===== src/logic/vtx_macros.svh =====
`ifndef VTX_MACROS_SVH
`define VTX_MACROS_SVH

// full vertex id as seen by the front end
`define V_ID_WIDTH 12

// low id bits select the core, dropped to form the bank address
`define CORE_NUM_WIDTH 2

// id width minus the interleave bits
`define BANK_AWIDTH 10

// bfs depth and iteration counter
`define DEPTH_WIDTH 8
`define ITER_WIDTH 8

// depth of a vertex not yet reached
`define INVALID_BFS_VALUE {`DEPTH_WIDTH{1'b1}}

// returned for a read of the null id (all ones)
`define INVALID_PULL_VALUE {`DEPTH_WIDTH{1'b1}}

// pending read/push context, fixed pop latency keeps it at 3 or fewer
`define PUSH_FIFO_DEPTH 8

`endif


===== src/logic/vtx_pkg.sv =====
`default_nettype none

`include "vtx_macros.svh"

package vtx_pkg;

    // vertex id from the front end, core select in the low bits
    typedef logic [`V_ID_WIDTH-1:0] v_id_t;

    // bfs depth, all ones means unvisited
    typedef logic [`DEPTH_WIDTH-1:0] depth_t;

    // word address inside this core's depth bank
    typedef logic [`BANK_AWIDTH-1:0] bank_addr_t;

    // current bfs iteration
    typedef logic [`ITER_WIDTH-1:0] iter_id_t;

endpackage

`default_nettype wire


===== src/logic/vtx_push_fifo.sv =====
`default_nettype none

`include "vtx_macros.svh"

module vtx_push_fifo
    import vtx_pkg::*;
(
    input  logic   clk,
    input  logic   rst,
    input  logic   push,
    input  v_id_t  push_id,
    input  depth_t push_depth,
    input  logic   push_flag,
    input  logic   push_pull_first,
    input  logic   pop,
    output v_id_t  top_id,
    output depth_t top_depth,
    output logic   top_push_flag,
    output logic   top_pull_first,
    output logic   empty
);

    // context storage, one slot per outstanding bank read
    v_id_t id_mem [0:`PUSH_FIFO_DEPTH-1];
    depth_t depth_mem [0:`PUSH_FIFO_DEPTH-1];
    logic flag_mem [0:`PUSH_FIFO_DEPTH-1];
    logic pull_first_mem [0:`PUSH_FIFO_DEPTH-1];

    logic [$clog2(`PUSH_FIFO_DEPTH)-1:0] wr_ptr;
    logic [$clog2(`PUSH_FIFO_DEPTH)-1:0] rd_ptr;
    logic [$clog2(`PUSH_FIFO_DEPTH):0] count;

    // fall-through head, valid whenever not empty
    assign top_id = id_mem[rd_ptr];
    assign top_depth = depth_mem[rd_ptr];
    assign top_push_flag = flag_mem[rd_ptr];
    assign top_pull_first = pull_first_mem[rd_ptr];
    assign empty = (count == '0);

    always_ff @(posedge clk) begin
        if (push) begin
            id_mem[wr_ptr] <= push_id;
            depth_mem[wr_ptr] <= push_depth;
            flag_mem[wr_ptr] <= push_flag;
            pull_first_mem[wr_ptr] <= push_pull_first;
        end
    end

    // pointers wrap naturally, depth is a power of two
    always_ff @(posedge clk) begin
        if (rst) begin
            wr_ptr <= '0;
            rd_ptr <= '0;
            count <= '0;
        end else begin
            if (push) begin
                wr_ptr <= wr_ptr + 1'b1;
            end
            if (pop) begin
                rd_ptr <= rd_ptr + 1'b1;
            end
            case ({push, pop})
                2'b10: count <= count + 1'b1;
                2'b01: count <= count - 1'b1;
                default: count <= count;
            endcase
        end
    end

    // bank latency bounds occupancy, so full means a broken pipeline
    a_no_overflow: assert property (@(posedge clk) disable iff (rst)
        !(push && !pop && count == `PUSH_FIFO_DEPTH))
        else $error("push fifo overflow");

    // every returning bank word must have a context waiting
    a_no_underflow: assert property (@(posedge clk) disable iff (rst)
        !(pop && empty))
        else $error("push fifo popped while empty");

endmodule

`default_nettype wire


===== config.mk =====
export PLATFORM = sky130hd
export DESIGN_NAME = vtx_push_fifo
export DESIGN_NICKNAME = d
export VERILOG_FILES = /design/src/logic/vtx_pkg.sv /design/src/logic/vtx_push_fifo.sv
export VERILOG_INCLUDE_DIRS = /design/src /design/src/logic
export SDC_FILE = /design/constraint.sdc
export NUM_CORES = 1
export LEC_CHECK = 0
export BUFFER_PORTS_ARGS = -buffer_cell sky130_fd_sc_hd__clkbuf_2
export CAP_MARGIN = 20
export CORE_MARGIN = 3
export CORE_UTILIZATION = 62
export CTS_BUF_LIST = sky130_fd_sc_hd__clkbuf_8
export CTS_CLUSTER_SIZE = 40
export DETAILED_ROUTE_END_ITERATION = 10
export GPL_TIMING_DRIVEN = 0
export PLACE_DENSITY = 0.89
export SETUP_SLACK_MARGIN = 0.5
export SLEW_MARGIN = 20
export SYNTH_ARGS = -nofsm -noshare
export SYNTH_HDL_FRONTEND = slang
export SYNTH_SLANG_ARGS = --single-unit
export TNS_END_PERCENT = 5

===== constraint.sdc =====
create_clock -name clk -period 3.9 [get_ports clk]
set_clock_uncertainty 0.1 [all_clocks]
set_input_delay 0.975 -clock clk [delete_from_list [all_inputs] [get_ports clk]]
set_output_delay 0.975 -clock clk [all_outputs]
set_load 0.05 [all_outputs]

# Word-level counts from Yosys, hierarchy flattened
# Memory sizes are Yosys's and may differ from the RTL's. A register that Yosys moved wholly into a read port is not among the register bits.
# Cells that the tools add are included.
# word_totals
reg_bits,10
mem_bits_rw,176
elab_cells,26
memories,4
# classes
n_addsub,4
eq_ne,2
muxes,11
reduce_logical,2
# memory_table
memory,depth,width,read_ports,rd_clocked_by_memory_dff,wr,line_no,text
id_mem,8,12,1,1,1,vtx_push_fifo.sv:24,v_id_t id_mem [0:`PUSH_FIFO_DEPTH-1];
depth_mem,8,8,1,1,1,vtx_push_fifo.sv:25,depth_t depth_mem [0:`PUSH_FIFO_DEPTH-1];
flag_mem,8,1,1,1,1,vtx_push_fifo.sv:26,logic flag_mem [0:`PUSH_FIFO_DEPTH-1];
pull_first_mem,8,1,1,1,1,vtx_push_fifo.sv:27,logic pull_first_mem [0:`PUSH_FIFO_DEPTH-1];
# ops
op,n
3-bit 2-to-1 mux,8
4-bit one-hot mux with 2 select lines,1
3-bit by 1-bit adder with 3-bit output (second input constant),2
4-bit by 1-bit adder with 4-bit output (second input constant),1
4-bit logical NOT,1
4-bit by 1-bit subtractor with 4-bit output (second input constant),1
2-bit by 1-bit equality test with 1-bit output (second input constant),1
2-bit equality test (second input constant),1
1-bit 2-to-1 mux,2
2-bit nonzero test,1

# Longest topological paths before layout
# Gate-level depths: netlist of the first run.
# depth
depth_word,3
ltp_mapped,8

# Least setup slack after synthesis of the first run
# OpenSTA, ideal clock, no wires.
# synth_path
path_kind,input-to-reg
startpoint,input port push
endpoint,"memory depth_mem[0][0] (netlist bit), enable pin"
arrival_time_ns,2.622
required_ns,3.371
setup_slack_ns,0.749
stages,2
path_buffers,0
path_cell_list,nand2b_1 nor3_1
# synth_between
elab_chain_cells,2
# synth_lines
item,line_no,text
"start, declared",vtx_push_fifo.sv:10,"input logic push,"
1-bit 2-to-1 mux,vtx_push_fifo.sv:41,if (push) begin
1-bit 2-to-1 mux (implied by the code),vtx_push_fifo.sv:43,depth_mem[wr_ptr] <= push_depth;
"end, declared",vtx_push_fifo.sv:25,
# Every way passes these cells.

==> results of run 1 <==
-- worst max-delay path, cell delays in order (launching register included) --
cell and delay, ns:
dfxtp_1 0.35, buf_6 0.16, buf_6 0.19, mux4_1 0.57, mux2_2 0.30, clkbuf_2 0.24
-- per-stage QoR --
step	util (%)	setup TNS, ns	power, mW
floorplan	-	0	2.68
global placement	67.6	-32.63	2.79
detailed placement	70.1	0	2.82
CTS	73.3	0	3.96
global route	73.3	0	4.08
finish	73.3	0	3.92
-- state kept, by name (all words and copies together), names as in the netlist, named ones only --
signal,cells
rd_ptr,3
flag_mem,8
wr_ptr,3
id_mem,96
count,4
depth_mem,64
pull_first_mem,8
-- logic make-up (layout without fill, tap and decap cells) --
family	count (synthesis)	in the layout
flip-flops	189	189
multiplexers	70	70
AND/OR/NAND/NOR	32	32
buffers and inverters	15	107
AO/OA/AOI/OAI	7	7
XOR/XNOR	6	6
adder cells (fa/ha/maj)	5	5
-- per-layer routing --
| layer | up-vias | global-route usage, % | wire length (um) |
|---|---|---|---|
| met5 | - | 0 | 0 |
| met3 | 8 | 6.68 | 863 |
| met1 | 1756 | 29.9 | 5150 |
| met2 | 106 | 34.1 | 6670 |
| met4 | 0 | 7.04 | 121 |
| li1 | 1545 | - | - |
-- placed cells by master (no fill, tap or decap), types with 3 or more instances in the layout --
cell type and instances:
mux4_1 38, buf_16 6, clkbuf_1 4, a21oi_1 3, buf_2 9, clkbuf_2 43
clkbuf_8 17, mux2_2 23, o21ai_0 3, dfxtp_1 13, ha_1 5, edfxtp_1 176
inv_8 3, nand2b_1 3, nor2_4 6, inv_6 6, nand2_1 6, clkinv_4 3
mux2i_1 3, xor2_1 5, nor2_1 9, mux4_2 6, buf_6 9
-- layout make-up --
cell class	instances	area, sq um	share of cell area, %
sequential	189	5550	65.7
multi-input combinational	120	1780	21.1
timing repair buffer	60	472	5.59
clock buffer	17	234	2.77
tap	143	179	2.12
clock inverter	15	126	1.50
buffer	14	100	1.19
inverter	1	3.75	0.0445
-- power groups by stage --
| stage | Sequential [mW] | Combinational (mW) | Clock (mW) |
|---|---|---|---|
| 2_1_floorplan | 2.32 | 0.354 | 0 |
| 3_3_place_gp | 2.33 | 0.461 | 0 |
| 3_5_place_dp | 2.33 | 0.493 | 0 |
| 4_1_cts | 2.28 | 0.495 | 1.18 |
| 5_1_grt | 2.29 | 0.523 | 1.27 |
| 6_report | 2.28 | 0.489 | 1.15 |
-- how the worst max path moves through the flow --
stage | start | end | slack, ns | cells past startpoint
floorplan | push | depth_mem[0][0]$_DFFE_PP_ | 0.75 | 2
global placement | push | id_mem[0][4]$_DFFE_PP_ | -0.76 | 3
detailed placement | flip-flop | top_id[9] | 0.79 | 5
CTS | flip-flop | top_id[9] | 0.49 | 5
global route | flip-flop | top_id[1] | 0.46 | 5
finish | flip-flop | top_id[1] | 0.56 | 5
==> flow_summary.json, run 1 <==
{
  "design_area_sq_um": 8440,
  "postSynthCellCount": 324,
  "ys_warn_count": 0,
  "async_reset_ff_share_pct": 0,
  "hold_depth": 2,
  "clock_power_share_pct": 29.3,
  "crit_required_ns": 2.82,
  "grt.overflow.total": 0,
  "final_cells": 559,
  "synthFlopType": "edfxtp_1",
  "worstSkewPairLatency_ns": 0.45,
  "slew-limit-headroom_pct": 47.7,
  "drive_above_1_share_pct": 33.2,
  "drc": 0,
  "p_leak_nw": 2.87,
  "antenna_cells": 0,
  "cts_buffers": 17,
  "rsz0062_at_grt": "yes",
  "dieWidth_um": 115,
  "end_kind": "output pin",
  "die_area_sq_um": 13200,
  "r2r_end": "id_mem[0][3]$_DFFE_PP_",
  "postRouteAntennaNets": 0,
  "die-height_um": 115,
  "hold_viol_final": 0,
  "fillerInstances": 613,
  "grt_antenna_before_repair": 0,
  "synthTopCellsByCount": "176 x edfxtp_1, 38 x mux4_1, 23 x mux2_2",
  "post_cts_buffers": 0,
  "ys_top_cells_by_area": "edfxtp_1 72%, mux4_1 14%, dfxtp_1 3.5%",
  "synth_top_area_share_pct": 71.7,
  "power_frac_comb_pct": 12.5,
  "powerDensity_nw_per_um2": 464,
  "pwr-share-seq_pct": 58.3,
  "min_to": "wr_ptr[0]$_SDFFE_PP0P_",
  "cp.arrival_ns": 2.27,
  "synth-seq-cells": 189,
  "max_cap_violations": 0,
  "cts_tree": "done",
  "synthDistinctLibCells": 27,
  "fin_ws_ns": 0.559,
  "synthMuxAreaShare_pct": 19.3,
  "vdd_drop_max_v": 0.000276,
  "max_freq_ghz": 0.299,
  "hp-class": "flip-flop to flip-flop",
  "ys_seq_area_share_pct": 75.3,
  "gp_congestion": 0.681,
  "path_max_fanout": 10,
  "avgSynthCellArea_sq_um": 22.7,
  "switching_share_pct": 25.7,
  "post_drt_via_cell_ratio": 6.11,
  "critPathKind": "flip-flop to output pin",
  "initial_core_util_pct": 64.0,
  "routedWlPerCell_um": 22.9,
  "rows": 39,
  "track_usage_pct": 21.7,
  "yosysMostFrequentCell": "edfxtp_1",
  "rrSetupSlack_ns": 1.69,
  "synth_edf_count": 176,
  "dp_hpwl_um": 8720,
  "r2r-start": "wr_ptr[0]$_SDFFE_PP0P_",
  "period_share_pct": 85.7,
  "synth_top_family_by_area": "multiplexers",
  "pre_cts_ws_ns": 0.795,
  "cts_max_level": 4,
  "cts_resized": 4,
  "synth_xor_area_share_pct": 0.713,
  "grt_pass1_wl_um": 20400,
  "path_clk_slew_ns": 0.09,
  "placed_cells": 527,
  "grt_pass1_vias": 3640,
  "via_count": 3415,
  "synth_compound_area_share_pct": 0.509,
  "clock-sinks": 189,
  "cts_hold_buf": 0,
  "synth.net_count": 355,
  "drt_pass1_iterations": 4,
  "outcome": "completed",
  "nNetsFinal": 434,
  "fin_crit_ns": 3.34,
  "setup_violations": 0,
  "cts_root_buffer": "clkbuf_8",
  "place_area_sq_um": 8070,
  "port_buffers": 48,
  "slew_violations": 0,
  "syn2layout_area_growth_pct": 14.6,
  "p_switching_mw": 1.01,
  "core-area_sq_um": 11500,
  "cts_buffer_depth": 2,
  "cp-start-kind": "flip-flop",
  "min-delay-start": "wr_ptr[0]$_SDFFE_PP0P_",
  "grt_max_degree": 19,
  "p_int_mw": 2.91,
  "synth_fa_ha_area_share_pct": 0.849,
  "worst_slew_pin_slew_ns": 0.785,
  "synthSimpleGateAreaFrac_pct": 2.05,
  "holdWs_ns": 0.412,
  "routed_wl_um": 12800,
  "ff2ff_path_depth": 5,
  "drt_iter0_drc": 331,
  "syn_area_sq_um": 7370,
  "pin_count": 49,
  "yosys.area.top_type": "edfxtp_1"
}
(Power assumes the default switching activity.)
==> run 2: changes to the inputs <==
--- a/config.mk
+++ b/config.mk
@@ -7,14 +7,12 @@
 export NUM_CORES = 1
 export LEC_CHECK = 0
 export BUFFER_PORTS_ARGS = -buffer_cell sky130_fd_sc_hd__clkbuf_2
-export CAP_MARGIN = 20
-export CORE_MARGIN = 3
-export CORE_UTILIZATION = 62
+export CORE_UTILIZATION = 47
 export CTS_BUF_LIST = sky130_fd_sc_hd__clkbuf_8
 export CTS_CLUSTER_SIZE = 40
 export DETAILED_ROUTE_END_ITERATION = 10
 export GPL_TIMING_DRIVEN = 0
-export PLACE_DENSITY = 0.89
+export PLACE_DENSITY = 0.72
 export SETUP_SLACK_MARGIN = 0.5
 export SLEW_MARGIN = 20
 export SYNTH_ARGS = -nofsm -noshare
==> run 2 against run 1 <==
Net effect: maximum frequency up 0.12%; via count down 0.73%; global-route usage down 4.2 points; count of clock-buffer cells in the layout unchanged; final area up 1.6%; final cell count up 12%; clock power up 18%; critical path depth unchanged; worst hold slack worse by 0.0054 ns; first-iteration DRC count down 14%.
==> flow_summary.json, run 2 (synthesis results as in run 1) <==
{
  "outcome": "completed",
  "critPathKind": "flip-flop to output pin",
  "cp_slowest_cell": "mux4_1",
  "cts_root_buffer": "clkbuf_8",
  "fin_ws_ns": 0.563,
  "cts_buffer_depth": 2,
  "cp-start-kind": "flip-flop",
  "crit_required_ns": 2.82,
  "largest_register": "id_mem",
  "via_count": 3390,
  "drive_above_1_share_pct": 32.9,
  "cts_buffers": 17,
  "end_kind": "output pin",
  "routedWlPerCell_um": 20.6,
  "path_max_fanout": 10,
  "crit_top_cell": "buf_6",
  "nNetsFinal": 434,
  "syn2layout_area_growth_pct": 16.4,
  "core-area_sq_um": 15300,
  "fin_crit_ns": 3.34,
  "fillerInstances": 1129,
  "cp_num_buf_inv": 3,
  "pin_count": 49,
  "crit_family": "multiplexers",
  "hold_viol_final": 0,
  "vdd_drop_max_v": 0.000236,
  "rows": 45,
  "antenna_cells": 0,
  "rsz0062_at_grt": "yes",
  "grt_antenna_before_repair": 0,
  "grt.overflow.total": 0,
  "cp.arrival_ns": 2.26,
  "drt_pass1_iterations": 4,
  "gp_congestion": 0.697,
  "hp-class": "flip-flop to flip-flop",
  "powerDensity_nw_per_um2": 481,
  "cts_max_level": 4,
  "drc": 0,
  "dieWidth_um": 127,
  "setup_tns_ns": 0,
  "postRouteAntennaNets": 0,
  "drt_iter0_drc": 286,
  "dp_hpwl_um": 8360,
  "layout_common_cells": "176 x edfxtp_1, 46 x clkbuf_2, 38 x mux4_1",
  "post_cts_buffers": 0,
  "die_area_sq_um": 16200,
  "path_clk_slew_ns": 0.09,
  "clock-sinks": 189,
  "pre_cts_ws_ns": 0.741,
  "slew_violations": 0,
  "post_drt_via_cell_ratio": 5.41,
  "die-height_um": 127,
  "p_leak_nw": 2.89,
  "cts_tree": "done",
  "critical_path.max_stage_delay_ns": 0.57,
  "cts_hold_buf": 0,
  "grt_max_degree": 19,
  "setup_violations": 0,
  "grt_pass1_vias": 3614,
  "largest_register_ffs": 96,
  "track_usage_pct": 17.5,
  "worstSkewPairLatency_ns": 0.46,
  "path_cells": "buf_6 > buf_6 > mux4_1 > mux2_2 > clkbuf_2",
  "reg_top3": "id_mem: 96 flops, depth_mem: 64 flops",
  "worst_slew_pin_slew_ns": 0.787,
  "grt_pass1_wl_um": 19800,
  "final_common_cell": "edfxtp_1",
  "period_share_pct": 85.6,
  "max_freq_ghz": 0.300,
  "routed_wl_um": 12900,
  "initial_core_util_pct": 48.3,
  "max_cap_violations": 0,
  "port_buffers": 48,
  "slew-limit-headroom_pct": 47.5
}
-- run 2: cell count changes in the layout (fill, tap and decap cells not counted), sizes merged --
cell and delta:
inv -8, bufinv +4, buf -2, clkbuf +2, clkinv +2, clkinvlp +2
-- run 2: final cells by class --
type / instances / area, sq um / share of cell area, %
sequential: 189 / 5550 / 64.7
inverter: 1 / 3.75 / 0.0438
buffer: 14 / 96.3 / 1.12
clock inverter: 15 / 196 / 2.29
tap: 211 / 264 / 3.08
multi-input combinational: 120 / 1780 / 20.8
clock buffer: 17 / 234 / 2.73
timing repair buffer: 60 / 454 / 5.30
-- run 2: final timing paths --
path / startpoint / endpoint / slack (ns) / depth (start not counted)
hold / removal: wr_ptr[0]$_SDFFE_PP0P_ / wr_ptr[0]$_SDFFE_PP0P_ / 0.41 / 2
setup reg to reg: wr_ptr[0]$_SDFFE_PP0P_ / id_mem[0][8]$_DFFE_PP_ / 1.87 / 4
hold reg to reg: wr_ptr[0]$_SDFFE_PP0P_ / wr_ptr[0]$_SDFFE_PP0P_ / 0.41 / 2
setup / recovery: flip-flop / top_id[7] / 0.56 / 5
-- run 2: report_power, final --
part	leakage [nW]	switching [mW]	internal, mW
Sequential	1.71	0.0196	2.26
Clock	0.211	0.660	0.696
Combinational	0.972	0.307	0.182
-- run 2: worst reg2reg max path: stages, from the launching register on --
cell	delay, ns
dfxtp_1	0.35
nand2b_1	0.33
nor3_2	0.48
buf_4	0.27
buf_4	0.21
-- run 2: what timing repair did --
action                                  CTS  global route
gates resized for setup                   2             5
endpoints found under the hold margin     0             0
endpoints found under the setup margin   20            18
-- run 2: routing by layer --
layer	track usage (%)	up-vias	share of wire (%)
met4	8.89	0	2.3
met5	0	-	0
met3	4.02	24	4.7
met1	22.4	1749	42
li1	-	1534	-
met2	28.4	83	51
-- run 2: per-stage QoR --
step / area [sq um] / utilization [%] / hold WS, ns / power [mW] / std cells
3_3_place_gp: 7870 / 51.6 / 0.375 / 2.79 / 583
5_1_grt: 8580 / 56.2 / 0.439 / 4.26 / 627
2_1_floorplan: 7370 / - / 0.362 / 2.68 / 324
4_1_cts: 8570 / 56.2 / 0.404 / 4.15 / 627
6_report: 8580 / 56.2 / 0.407 / 4.13 / 627
3_5_place_dp: 8140 / 53.4 / 0.393 / 2.82 / 595
