## src/logic/vtx_macros.svh

```systemverilog
`ifndef VTX_MACROS_SVH
`define VTX_MACROS_SVH

// full vertex id as seen by the front end
`define V_ID_WIDTH 12

// low id bits select the core, dropped to form the bank address
`define CORE_NUM_WIDTH 2

// id width minus the interleave bits
`define BANK_AWIDTH 10

// bfs depth and iteration counter
`define DEPTH_WIDTH 8
`define ITER_WIDTH 8

// depth of a vertex not yet reached
`define INVALID_BFS_VALUE {`DEPTH_WIDTH{1'b1}}

// returned for a read of the null id (all ones)
`define INVALID_PULL_VALUE {`DEPTH_WIDTH{1'b1}}

// pending read/push context, fixed pop latency keeps it at 3 or fewer
`define PUSH_FIFO_DEPTH 8

`endif

```

## src/logic/vtx_pkg.sv

```systemverilog
`default_nettype none

`include "vtx_macros.svh"

package vtx_pkg;

    // vertex id from the front end, core select in the low bits
    typedef logic [`V_ID_WIDTH-1:0] v_id_t;

    // bfs depth, all ones means unvisited
    typedef logic [`DEPTH_WIDTH-1:0] depth_t;

    // word address inside this core's depth bank
    typedef logic [`BANK_AWIDTH-1:0] bank_addr_t;

    // current bfs iteration
    typedef logic [`ITER_WIDTH-1:0] iter_id_t;

endpackage

`default_nettype wire

```

## src/logic/vtx_update_resolve.sv

```systemverilog
`default_nettype none

`include "vtx_macros.svh"

module vtx_update_resolve
    import vtx_pkg::*;
(
    input  logic       clk,
    input  logic       rst,
    input  depth_t     rd_data,
    input  logic       rd_data_valid,
    input  v_id_t      top_id,
    input  depth_t     top_depth,
    input  logic       top_push_flag,
    input  logic       top_pull_first,
    input  logic       fifo_empty,
    input  logic       pull_wr,
    input  bank_addr_t pull_wr_addr,
    input  depth_t     pull_wr_data,
    input  logic       pull_active_valid,
    input  logic       pull_active_updated,
    input  logic       pull_active_pull_first,
    input  v_id_t      pull_active_id,
    input  logic       front_iteration_end,
    input  logic       front_iteration_end_valid,
    output logic       ram_wr_en,
    output bank_addr_t ram_wr_addr,
    output depth_t     ram_wr_data,
    output logic       src_recv_update_v_valid,
    output depth_t     src_recv_update_v_value,
    output logic       backend_active_v_valid,
    output v_id_t      backend_active_v_id,
    output logic       backend_active_v_updated,
    output logic       backend_active_v_pull_first_flag,
    output logic       iteration_end,
    output logic       iteration_end_valid
);

    // registered push result
    logic push_wr_en;
    bank_addr_t push_wr_addr;
    depth_t push_wr_data;
    logic push_rpt_valid;
    logic push_rpt_updated;
    logic push_rpt_pull_first;
    v_id_t push_rpt_id;

    logic push_win;

    // offered depth beats an unvisited or deeper stored depth
    assign push_win = (rd_data == `INVALID_BFS_VALUE) || (rd_data > top_depth);

    always_ff @(posedge clk) begin
        if (rst) begin
            push_wr_en <= 1'b0;
            push_rpt_valid <= 1'b0;
            src_recv_update_v_valid <= 1'b0;
        end else begin
            push_wr_en <= rd_data_valid && top_push_flag && push_win;
            push_rpt_valid <= rd_data_valid && top_push_flag;
            // no push flag means a source read
            src_recv_update_v_valid <= rd_data_valid && !top_push_flag;
        end
        push_wr_addr <= top_id[`V_ID_WIDTH-1:`CORE_NUM_WIDTH];
        push_wr_data <= top_depth;
        push_rpt_id <= top_id;
        push_rpt_updated <= push_win;
        push_rpt_pull_first <= top_pull_first;
        src_recv_update_v_value <= rd_data;
    end

    // pull cycle owns the write port and the report
    // a push result landing in that cycle is dropped
    assign ram_wr_en = pull_active_valid ? pull_wr : push_wr_en;
    assign ram_wr_addr = pull_active_valid ? pull_wr_addr : push_wr_addr;
    assign ram_wr_data = pull_active_valid ? pull_wr_data : push_wr_data;

    assign backend_active_v_valid = pull_active_valid || push_rpt_valid;
    assign backend_active_v_id = pull_active_valid ? pull_active_id : push_rpt_id;
    assign backend_active_v_updated =
        pull_active_valid ? pull_active_updated : push_rpt_updated;
    assign backend_active_v_pull_first_flag =
        pull_active_valid ? pull_active_pull_first : push_rpt_pull_first;

    // iteration over only once no read or push is in flight
    always_ff @(posedge clk) begin
        if (rst) begin
            iteration_end <= 1'b0;
            iteration_end_valid <= 1'b0;
        end else begin
            iteration_end <= front_iteration_end && front_iteration_end_valid && fifo_empty;
            iteration_end_valid <= front_iteration_end && front_iteration_end_valid &&
                                   fifo_empty;
        end
    end

endmodule

`default_nettype wire

```

## config.mk

```make
export PLATFORM = sky130hd
export DESIGN_NAME = vtx_update_resolve
export DESIGN_NICKNAME = d
export VERILOG_FILES = /design/src/logic/vtx_pkg.sv /design/src/logic/vtx_update_resolve.sv
export VERILOG_INCLUDE_DIRS = /design/src /design/src/logic
export SDC_FILE = /design/constraint.sdc
export NUM_CORES = 1
export LEC_CHECK = 0
export BUFFER_PORTS_ARGS = -buffer_cell sky130_fd_sc_hd__buf_2
export CAP_MARGIN = 0
export CORE_AREA = 2 2 62 64
export CTS_BUF_LIST = sky130_fd_sc_hd__clkbuf_4 sky130_fd_sc_hd__clkbuf_8
export DETAILED_ROUTE_END_ITERATION = 8
export DIE_AREA = 0 0 64 66
export GPL_TIMING_DRIVEN = 0
export PLACE_DENSITY = 0.8
export SLEW_MARGIN = 20
export SYNTH_ARGS = -nofsm -noshare
export SYNTH_HDL_FRONTEND = slang
export SYNTH_SLANG_ARGS = --single-unit
```

## constraint.sdc

```tcl
create_clock -name clk -period 2.5 [get_ports clk]
set_input_delay 0.125 -clock clk [delete_from_list [all_inputs] [get_ports clk]]
set_output_delay 0.125 -clock clk [all_outputs]
set_load 0.02 [all_outputs]
```

[Yosys cells after proc, flatten, opt, wreduce, memory -nomap -nowiden]
Index checks and enable logic that the tools add are counted.
Storage, ports and cells
  input bits: 70
  logic and storage cells: 26
  output and inout bits: 45
  register bits after elaboration: 44
Cells by class
  reduce and logical (&&, ||, !) cells: 8
  equality and inequality tests: 1
  muxes and demuxes: 6
  order comparisons: 1
Operators with widths (count)
  12-bit 2-to-1 mux: 1
  10-bit 2-to-1 mux: 1
  8-bit == test, second input constant: 1
  8-bit > comparator: 1
  8-bit 2-to-1 mux: 1
  1-bit logical AND: 5
  1-bit 2-to-1 mux: 3
  1-bit logical OR: 2
  1-bit logical NOT: 1

[Logic depth before layout (Yosys ltp)]
Gate-level depths: netlist of the first run.
  depth in word-level cells: 3
  depth in mapped cells: 6
  gate-level depth less buffers: 6

[Least setup slack after synthesis of the first run]
No wires, ideal clock.
  kind: in2reg
  start point: input port top_depth[5]
  end point: register push_wr_en
  library setup time: 129 ps
  buffers on the path: 0
  setup slack: 1458 ps
  stages: 6
  arrival time: 913 ps
  data required time: 2371 ps
  path through: inv_1 -> ha_1 -> a211oi_1 -> nor2_1 -> nor3_2 -> a211oi_2
Between the ends
  longest elaborated chain between the ends: 3
RTL lines
  start, declared: line vtx_update_resolve.sv:13  | input depth_t top_depth,
  8-bit > comparator: line vtx_update_resolve.sv:51  | assign push_win = (rd_data == `INVALID_BFS_VALUE) || (rd_data > top_depth);
  1-bit logical OR: line vtx_update_resolve.sv:51
  1-bit logical AND: line vtx_update_resolve.sv:59  | push_wr_en <= rd_data_valid && top_push_flag && push_win;
  end signal, assigned: line vtx_update_resolve.sv:59
  end, declared: line vtx_update_resolve.sv:40  | logic push_wr_en;
Every way passes these cells.
A chain may end at the register's enable or synchronous reset.

[Worst setup path in the final report of the first run]
  start point: input port rd_data[5]
  end point: register push_wr_en
Between the ends
  longest elaborated chain between the ends: 3
  elaborated cells between the ends (all ways): 4
  those cells by class: order compare: 1; eq/ne: 1; reduce/logical: 2
RTL lines
  start, declared: line vtx_update_resolve.sv:10  | input depth_t rd_data,
  8-bit > comparator or 8-bit == test (tied branches)
  1-bit logical OR (*): line vtx_update_resolve.sv:51
  1-bit logical AND (*): line vtx_update_resolve.sv:59
Mark *: on every way between the ends. The rest lies on a longest branch, timed or not.

==> flow_summary.ini, run 1 <==
[detailed_routing]
ant_nets = 0
routed-via-count = 1481
dr.pass1.iters = 4
drc = 0
wire_per_inst_um = 11.4
drt_iter0_drc = 26
via_per_inst = 4.37
wl_mm = 3.85

[global_route]
antenna_found_initial = 0
grt.overflow.total = 0
grt_first_pass_wirelength_mm = 5.91
grt_pass1_vias = 1389
grt_max_degree = 11
grt.total_usage_pct = 18.7

[clock_network]
cts_made_buffers = 5
cts_setup_buffers = 0
path_clk_slew_ps = 90
cts_sinks = 34
tritoncts = yes
post_cts_resized = 0
clockBufferDepth = 2
cts_root_buf = clkbuf_4
ctsHtreeMaxLevel = 2

[power_and_ir_drop]
p_int_mw = 0.850
powerDensity_mw_per_mm2 = 500
vdd.ir_drop.worst_uv = 356
sw_frac_of_total_pct = 27.6
p_sw_mw = 0.324
p_seq_share_pct = 49.2
pwr-share-comb_pct = 26.2
p_clk_share_pct = 24.6
power_leakage_nw = 1.29

[sta]
post-route-period-util_pct = 58.1
tns_ps = 0
fin_crit_ps = 1450
final.setup.worst_slack_ps = 1050
setup_viol = 0
clock.fmax_mhz = 688
rsz0062_at_grt = no
report.final.slew_viol_count = 0
tightest_slew_ps = 283
max-slew-margin-rel_pct = 81.0
hold_viol = 0

[flow_run]
drv_cap = 0

[place]
placed_cell_area_mm2 = 0.00198
numPortBuffers = 113
dp_slack_ps = 1270
dp_hpwl_mm = 2.71
gp_congestion = 0.694
dp_cells = 301

[run_status]
status = completed

[layout]
final_cells = 339
final_common_cell = buf_2
postLayoutCoreUtil_pct = 66.1
drive_above_1_share_pct = 48.1
area_growth_pct = 72.8
n_antenna_cell = 0
layout.nets = 369
fin_area_mm2 = 0.00235
final_cell_mix = buf_2, nand2_1, dfxtp_1

[synth]
synth_compound_area_share_pct = 3.69
synth_fa_ha_area_share_pct = 7.37
syn_area_mm2 = 0.00136
synth_top_family_by_area = simple AND/OR/NAND/NOR gates
synthXorXnorAreaFrac_pct = 0
synth_nets = 218
synth_cell_type_count = 24
syn_inst = 140
avgSynthCellArea_um2 = 9.70
synthSimpleGateAreaFrac_pct = 21.9
async_flop_share_pct = 0
synth-edff-count = 0
yosys_warnings = 0
ys_ff_latch = 34
synth_mux_area_share_pct = 10.8
synthFlopType = dfxtp_1
seq_area_frac_synth_pct = 50.1

[critical_path]
crit_arrival_ps = 1660
path_class = input pin to register
worstPathMaxFanout = 3
critPathRequiredTime_ps = 2700
cp-endpoint = push_wr_en
cp-end-kind = register
cp-startpoint = rd_data[5]
critPathLaunchType = input pin

[hold_path]
hold_class = input pin to register

[floorplan]
ios = 115
start_util_pct = 38.2
row_count = 22
die_w_um = 64
die_h_um = 66
core_area_mm2 = 0.00355
die-area_mm2 = 0.00422
==> power by group through the flow <==
| stage | registers [mW] | logic [mW] | clock network (mW) |
|---|---|---|---|
| 6_report | 0.578 | 0.307 | 0.289 |
| 5_1_grt | 0.581 | 0.336 | 0.328 |
| 4_1_cts | 0.578 | 0.307 | 0.304 |
| 3_5_place_dp | 0.590 | 0.269 | 0 |
| 3_3_place_gp | 0.589 | 0.265 | 0 |
| 2_1_floorplan | 0.599 | 0.143 | 0 |
==> registers in the layout (all words and copies together), names as in the netlist <==
signal / flops
push_rpt_pull_first: 1
iteration_end_valid: 1
push_rpt_updated: 1
push_rpt_id: 12
push_rpt_valid: 1
src_recv_update_v_valid: 1
push_wr_en: 1
src_recv_update_v_value: 8
push_wr_data: 8
==> worst max-delay path, cell delays in order <==
cell and delay (ps):
dlygate4sd3_1 530, buf_2 140, ha_1 300, a211oi_1 210, nor2_1 90, nor3_2 170
a211oi_2 100
==> timing repair <==
action / in CTS / in global routing
setup endpoints to repair: 0 / 0
hold buffers: 31 / 0
endpoints found under the hold margin: 30 / 0
==> layout make-up <==
class                   instances  area [um^2]
fillers                       303         1200
repair buffers                144          876
flip-flops and latches         34          681
multi-input cells              91          594
well taps                      48         60.1
clock buffers                   7         52.6
plain buffers                   6         48.8
inverters                       9         33.8
==> cells by family (layout without fill, tap and decap cells) <==
group	count (synthesis)	in the layout
adder cells (fa/ha/maj)	8	8
AND/OR/NAND/NOR	63	63
flip-flops	34	34
multiplexers	13	13
buffers and inverters	15	166
AO/OA/AOI/OAI	7	7
==> per-layer routing <==
layer  part of all wire (%)  track usage, %
met3                    7.0            4.26
met4                    2.6            9.78
met2                     55            37.5
met5                      0               0
met1                     35            17.2
==> worst min-delay path by stage <==
stage                     slack (ps)       start             endpoint  cells after the start
after CTS                         50  fifo_empty  iteration_end_valid                      2
final                             70  fifo_empty  iteration_end_valid                      2
after global routing              50  fifo_empty  iteration_end_valid                      2
after detailed placement         230   top_id[4]       push_rpt_id[4]                      1
after floorplan                  150   top_id[0]       push_rpt_id[0]                      0
after global placement           230   top_id[3]       push_rpt_id[3]                      1
==> Yosys cell counts, types with 2 or more instances <==
cell type	instances	share of area, %
inv_1	9	2.5
buf_6	2	1.7
ha_1	8	7.4
mux2_2	13	11
a21oi_1	2	0.74
nand2b_1	10	4.6
nand2_1	40	11
dfxtp_1	34	50
nand4_1	4	1.8
nor2_1	2	0.55
buf_4	3	1.7
==> metrics by stage <==
step	power, mW	hold slack (ps)
after global placement	0.854	228
final	1.17	68.8
after global routing	1.24	49.0
after floorplan	0.743	153
after CTS	1.19	54.7
after detailed placement	0.859	229
(Power assumes the default switching activity.)
==> run 2: changes to the inputs <==
--- a/config.mk
+++ b/config.mk
@@ -6,6 +6,7 @@
 export SDC_FILE = /design/constraint.sdc
 export NUM_CORES = 1
 export LEC_CHECK = 0
+export ABC_AREA = 1
 export BUFFER_PORTS_ARGS = -buffer_cell sky130_fd_sc_hd__buf_2
 export CAP_MARGIN = 0
 export CORE_AREA = 2 2 62 64
==> constraint.sdc (replaced) <==
create_clock -name clk -period 1.4 [get_ports clk]
set_input_delay 0.07 -clock clk [delete_from_list [all_inputs] [get_ports clk]]
set_output_delay 0.07 -clock clk [all_outputs]
set_load 0.02 [all_outputs]
==> run 2 against run 1 <==
Global-route usage is 0.74 points higher. First-iteration DRC count is 50% higher. Die area stayed put. Flip-flop and latch count stayed put. Sequential power is 78% higher. Final cell count is 13% higher. Power is 91% higher. Critical endpoint unchanged. Highest routed layer unchanged.
==> flow_summary.ini, run 2 <==
[run_status]
status = completed

[floorplan]
ios = 115
die-area_mm2 = 0.00422
die_h_um = 66
core_area_mm2 = 0.00355
start_util_pct = 38.1
row_count = 22
die_w_um = 64

[global_route]
grt_pass1_vias = 1524
grt.total_usage_pct = 19.4
antenna_found_initial = 0
grt.overflow.total = 0
grt_max_degree = 11
grt_first_pass_wirelength_mm = 6.28

[clock_network]
cts_sinks = 34
post_cts_resized = 0
clockBufferDepth = 2
tritoncts = yes
path_clk_slew_ps = 100
cts_hold_buf = 34
cts_setup_buffers = 0
cts_root_buf = clkbuf_4
cts_made_buffers = 5
ctsHtreeMaxLevel = 2

[synth]
synthFlopType = dfxtp_1
synth.top_cell.area_share_pct = 50.3
synth_cell_type_count = 17
synth_area_leader_cell = dfxtp_1
syn_inst = 181
synth_most_common_cell = nand2_1
synth_area_leaders = dfxtp_1, nand2_1, ha_1
synth_common_cells = nand2_1, dfxtp_1, inv_1
synth-edff-count = 0
yosys_warnings = 0
ys_ff_latch = 34
syn_area_mm2 = 0.00135
async_flop_share_pct = 0
synth_nets = 259
avgSynthCellArea_um2 = 7.47
seq_area_frac_synth_pct = 50.3

[detailed_routing]
wire_per_inst_um = 11.0
wl_mm = 4.21
via_per_inst = 4.30
drt_iter0_drc = 39
drc = 0
ant_nets = 0
routed-via-count = 1650
dr.pass1.iters = 4

[sta]
setup_viol = 0
tightest_slew_ps = 211
rsz0062_at_grt = no
hold_viol = 0
tns_ps = 0
fin_crit_ps = 1340
post-route-period-util_pct = 95.4
max-slew-margin-rel_pct = 85.9
report.final.slew_viol_count = 0
clock.fmax_mhz = 749

[hold_path]
hold_class = input pin to register
hold_depth = 2
min_to = push_rpt_id[1]
min_from = top_id[1]

[place]
dp_cells = 342
placed_cell_area_mm2 = 0.00198
numPortBuffers = 113
gp_congestion = 0.785
dp_hpwl_mm = 3.02

[power_and_ir_drop]
vdd.ir_drop.worst_uv = 737
power_leakage_nw = 1.42
powerDensity_mw_per_mm2 = 936

[layout]
drive_above_1_share_pct = 40.2
layout.nets = 413
final_cells = 384
area_growth_pct = 77.2
top_register = push_rpt_id
fillers = 309
final_cell_mix = buf_2, nand2_1, dlygate4sd3_1, dfxtp_1, inv_1
top_regs = push_rpt_id x12, push_wr_data x8, src_recv_update_v_value x8
fin_area_mm2 = 0.00240
n_antenna_cell = 0
final_common_cell = buf_2
largest_reg_flops = 12

[critical_path]
cp-end-kind = register
critPathRequiredTime_ps = 1630
critPathLaunchType = input pin
path_class = input pin to register
worstPathMaxFanout = 3
crit_arrival_ps = 1560

[flow_run]
drv_cap = 0
-- run 2: area by class of cell --
type / instances / area (um^2) / share of cell area, %
plain buffers: 7 / 45.0 / 1.88
inverters: 14 / 52.6 / 2.19
multi-input cells: 126 / 574 / 24.0
repair buffers: 147 / 906 / 37.8
clock buffers: 8 / 78.8 / 3.29
well taps: 48 / 60.1 / 2.51
flip-flops and latches: 34 / 681 / 28.4
-- run 2: cells by family after synthesis --
kind of cell	Yosys count	synth area share, %
flops	34	50.3
fa+ha+maj	8	7.40
buf+inv	21	7.22
simple gates	114	33.0
compound gates	4	2.04
-- run 2: metrics by stage --
step	setup WS (ps)	hold WS [ps]	utilization, %	power (mW)
6_report	64.6	375	67.5	2.24
3_3_place_gp	304	172	55.7	1.53
4_1_cts	96.3	348	67.5	2.26
2_1_floorplan	465	97.7	-	1.32
5_1_grt	5.08	359	67.5	2.38
3_5_place_dp	289	174	55.7	1.54
-- run 2: metal layers --
layer | vias to the layer above | wire (um) | global-route usage [%]
met1 | 725 | 1570 | 17.8
met5 | - | 0 | 0
met2 | 63 | 2300 | 38.8
li1 | 852 | - | -
met3 | 10 | 244 | 5.11
met4 | 0 | 98 | 9.51
-- run 2: worst max-delay path by stage --
| stage | from | end | slack, ps | depth (start not counted) |
|---|---|---|---|---|
| after global routing | rd_data[3] | push_wr_en | 5 | 11 |
| after floorplan | top_depth[7] | push_wr_en | 470 | 7 |
| after detailed placement | rd_data[7] | push_rpt_updated | 290 | 7 |
| after global placement | rd_data[7] | push_wr_en | 300 | 7 |
| final | rd_data[3] | push_wr_en | 60 | 9 |
| after CTS | rd_data[7] | push_rpt_updated | 100 | 8 |
-- run 2: worst max-delay path, stage by stage --
cell and delay (ps):
dlygate4sd3_1 550, buf_2 140, ha_1 300, a21oi_1 160, nand2_1 90, nand2_1 70, nand2_1 60, nand2_2 70
a21oi_2 50
-- run 2: power breakdown --
| part | internal [mW] | switching, mW |
|---|---|---|
| clock | 0.343 | 0.304 |
| combinational | 0.257 | 0.306 |
| sequential | 1.02 | 0.0141 |
==> run 3: changes to the inputs <==
--- a/config.mk
+++ b/config.mk
@@ -13,8 +13,10 @@
 export CTS_BUF_LIST = sky130_fd_sc_hd__clkbuf_4 sky130_fd_sc_hd__clkbuf_8
 export DETAILED_ROUTE_END_ITERATION = 8
 export DIE_AREA = 0 0 64 66
+export GPL_ROUTABILITY_DRIVEN = 1
 export GPL_TIMING_DRIVEN = 0
 export PLACE_DENSITY = 0.8
+export RECOVER_POWER = 100
 export SLEW_MARGIN = 20
 export SYNTH_ARGS = -nofsm -noshare
 export SYNTH_HDL_FRONTEND = slang
==> run 3 against run 2 <==
Combinational power shrank 4.8%. Largest power group unchanged. Setup slack lost 2.1 ps. Final cell count is the same. Sequential share of layout area grew 0.85 points. Routed wire length grew 0.33%. Largest cell class unchanged. Highest routed layer unchanged. Flip-flop and latch count is the same.
==> flow_summary.ini, run 3 (synthesis results as in run 2) <==
[detailed_routing]
met2_length_mm = 2.31
routed-via-count = 1650
via_per_inst = 4.30
wl_met1_mm = 1.55
wl_mm = 4.22
drt_iter0_drc = 49
wl_met3_um = 254
top_layer_used = met4
ant_nets = 0
dr.pass1.iters = 4
wire_per_inst_um = 11.0
drc = 0

[critical_path]
path_class = input pin to register
cp-startpoint = rd_data[1]
crit_arrival_ps = 1570
critPathLaunchType = input pin
worstPathMaxFanout = 3
cp-end-kind = register
critPathRequiredTime_ps = 1630
cp-endpoint = push_wr_en

[hold_path]
hold_class = input pin to register

[clock_network]
tritoncts = yes
path_clk_slew_ps = 90
cts_root_buf = clkbuf_4
cts_made_buffers = 5
ctsHtreeMaxLevel = 2
cts_setup_buffers = 0
cts_sinks = 34
clockBufferDepth = 2

[layout]
multi_input_area_um2 = 574
final_common_cell = nand2_1
drive_above_1_share_pct = 23.5
largest_reg_flops = 12
fillers = 343
postLayoutCoreUtil_pct = 65.5
layout.nets = 413
top_regs = push_rpt_id x12, push_wr_data x8, src_recv_update_v_value x8
top_register = push_rpt_id
fin_area_mm2 = 0.00233
ff_latch_area_um2 = 681
area_growth_pct = 72.1
n_antenna_cell = 0
final_cells = 384
final_cell_mix = nand2_1, buf_2, clkbuf_1

[global_route]
grt_first_pass_wirelength_mm = 6.28
grt_pass1_vias = 1524
antenna_found_initial = 0
grt.overflow.total = 0
grt_max_degree = 11
grt.total_usage_pct = 19.4

[power_and_ir_drop]
pwr-share-comb_pct = 24.2
p_seq_share_pct = 46.6
p_clk_share_pct = 29.2
p_sw_mw = 0.628
power_leakage_nw = 1.26
powerDensity_mw_per_mm2 = 952
sw_frac_of_total_pct = 28.3
power_mw = 2.22
vdd.ir_drop.worst_uv = 736
p_int_mw = 1.59

[place]
placed_cell_area_mm2 = 0.00198
gp_congestion = 0.785
dp_hpwl_mm = 3.02
numPortBuffers = 113
dp_cells = 342

[sta]
setup_viol = 0
rsz0062_at_grt = no
fin_crit_ps = 1340
tns_ps = 0
post-route-period-util_pct = 95.5
tightest_slew_ps = 283
report.final.slew_viol_count = 0
hold_viol = 0
clock.fmax_mhz = 748
max-slew-margin-rel_pct = 81.2

[floorplan]
die_h_um = 66
die_w_um = 64
ios = 115
row_count = 22
core_area_mm2 = 0.00355
die-area_mm2 = 0.00422
start_util_pct = 38.1

[run_status]
status = completed

[flow_run]
drv_cap = 0
==> run 3: changes by cell type in the layout (fill, tap and decap cells not counted) <==
cell,previous run,this run
buf_2,116,60
clkbuf_1,0,56
==> run 3: cell type report <==
| class | count | area share, % |
|---|---|---|
| timing repair buffer | 147 | 35.9 |
| sequential | 34 | 29.2 |
| multi-input combinational | 126 | 24.7 |
| clock buffer | 8 | 3.39 |
| tap | 48 | 2.58 |
| inverter | 14 | 2.26 |
| buffer | 7 | 1.94 |
==> run 3: worst min path at each step <==
stage                     cells past startpoint        endpoint      start  slack [ps]
after floorplan                               0  push_rpt_id[0]  top_id[0]         100
after global placement                        1  push_rpt_id[2]  top_id[2]         170
after detailed placement                      1  push_rpt_id[0]  top_id[0]         170
after CTS                                     2  push_rpt_id[0]  top_id[0]         350
after global routing                          2  push_rpt_id[1]  top_id[1]         360
final                                         2  push_rpt_id[1]  top_id[1]         370
==> run 3: worst max-delay path, cell delays in order <==
cell           delay, ps
dlygate4sd3_1        530
buf_2                140
ha_1                 310
nand2_1               90
nand2_1               60
nand2_1               60
nand2_1               60
nand2_1               70
nand2_1               60
nand2_2               70
a21oi_2               50
==> run 3: layer usage <==
metal | vias up | track usage (%)
li1 | 853 | -
met1 | 726 | 17.8
met2 | 61 | 38.8
met3 | 10 | 5.11
met4 | 0 | 9.51
met5 | - | 0
==> run 3: through the flow <==
step,hold slack (ps),worst slack (ps)
6_report,373,62.5
5_1_grt,359,5.04
4_1_cts,348,96.3
3_5_place_dp,174,289
3_3_place_gp,172,304
2_1_floorplan,97.7,465
==> run 3: power groups by stage <==
stage	registers, mW	clock network [mW]	logic (mW)
final	1.03	0.646	0.536
after global routing	1.04	0.726	0.586
after detailed placement	1.06	0	0.486
after global placement	1.05	0	0.478
after CTS	1.03	0.667	0.561
after floorplan	1.07	0	0.254
==> run 3: repair_timing <==
action,in CTS,in global routing
hold buffers,34,0
gates resized for setup,0,0
endpoints found under the hold margin,32,0
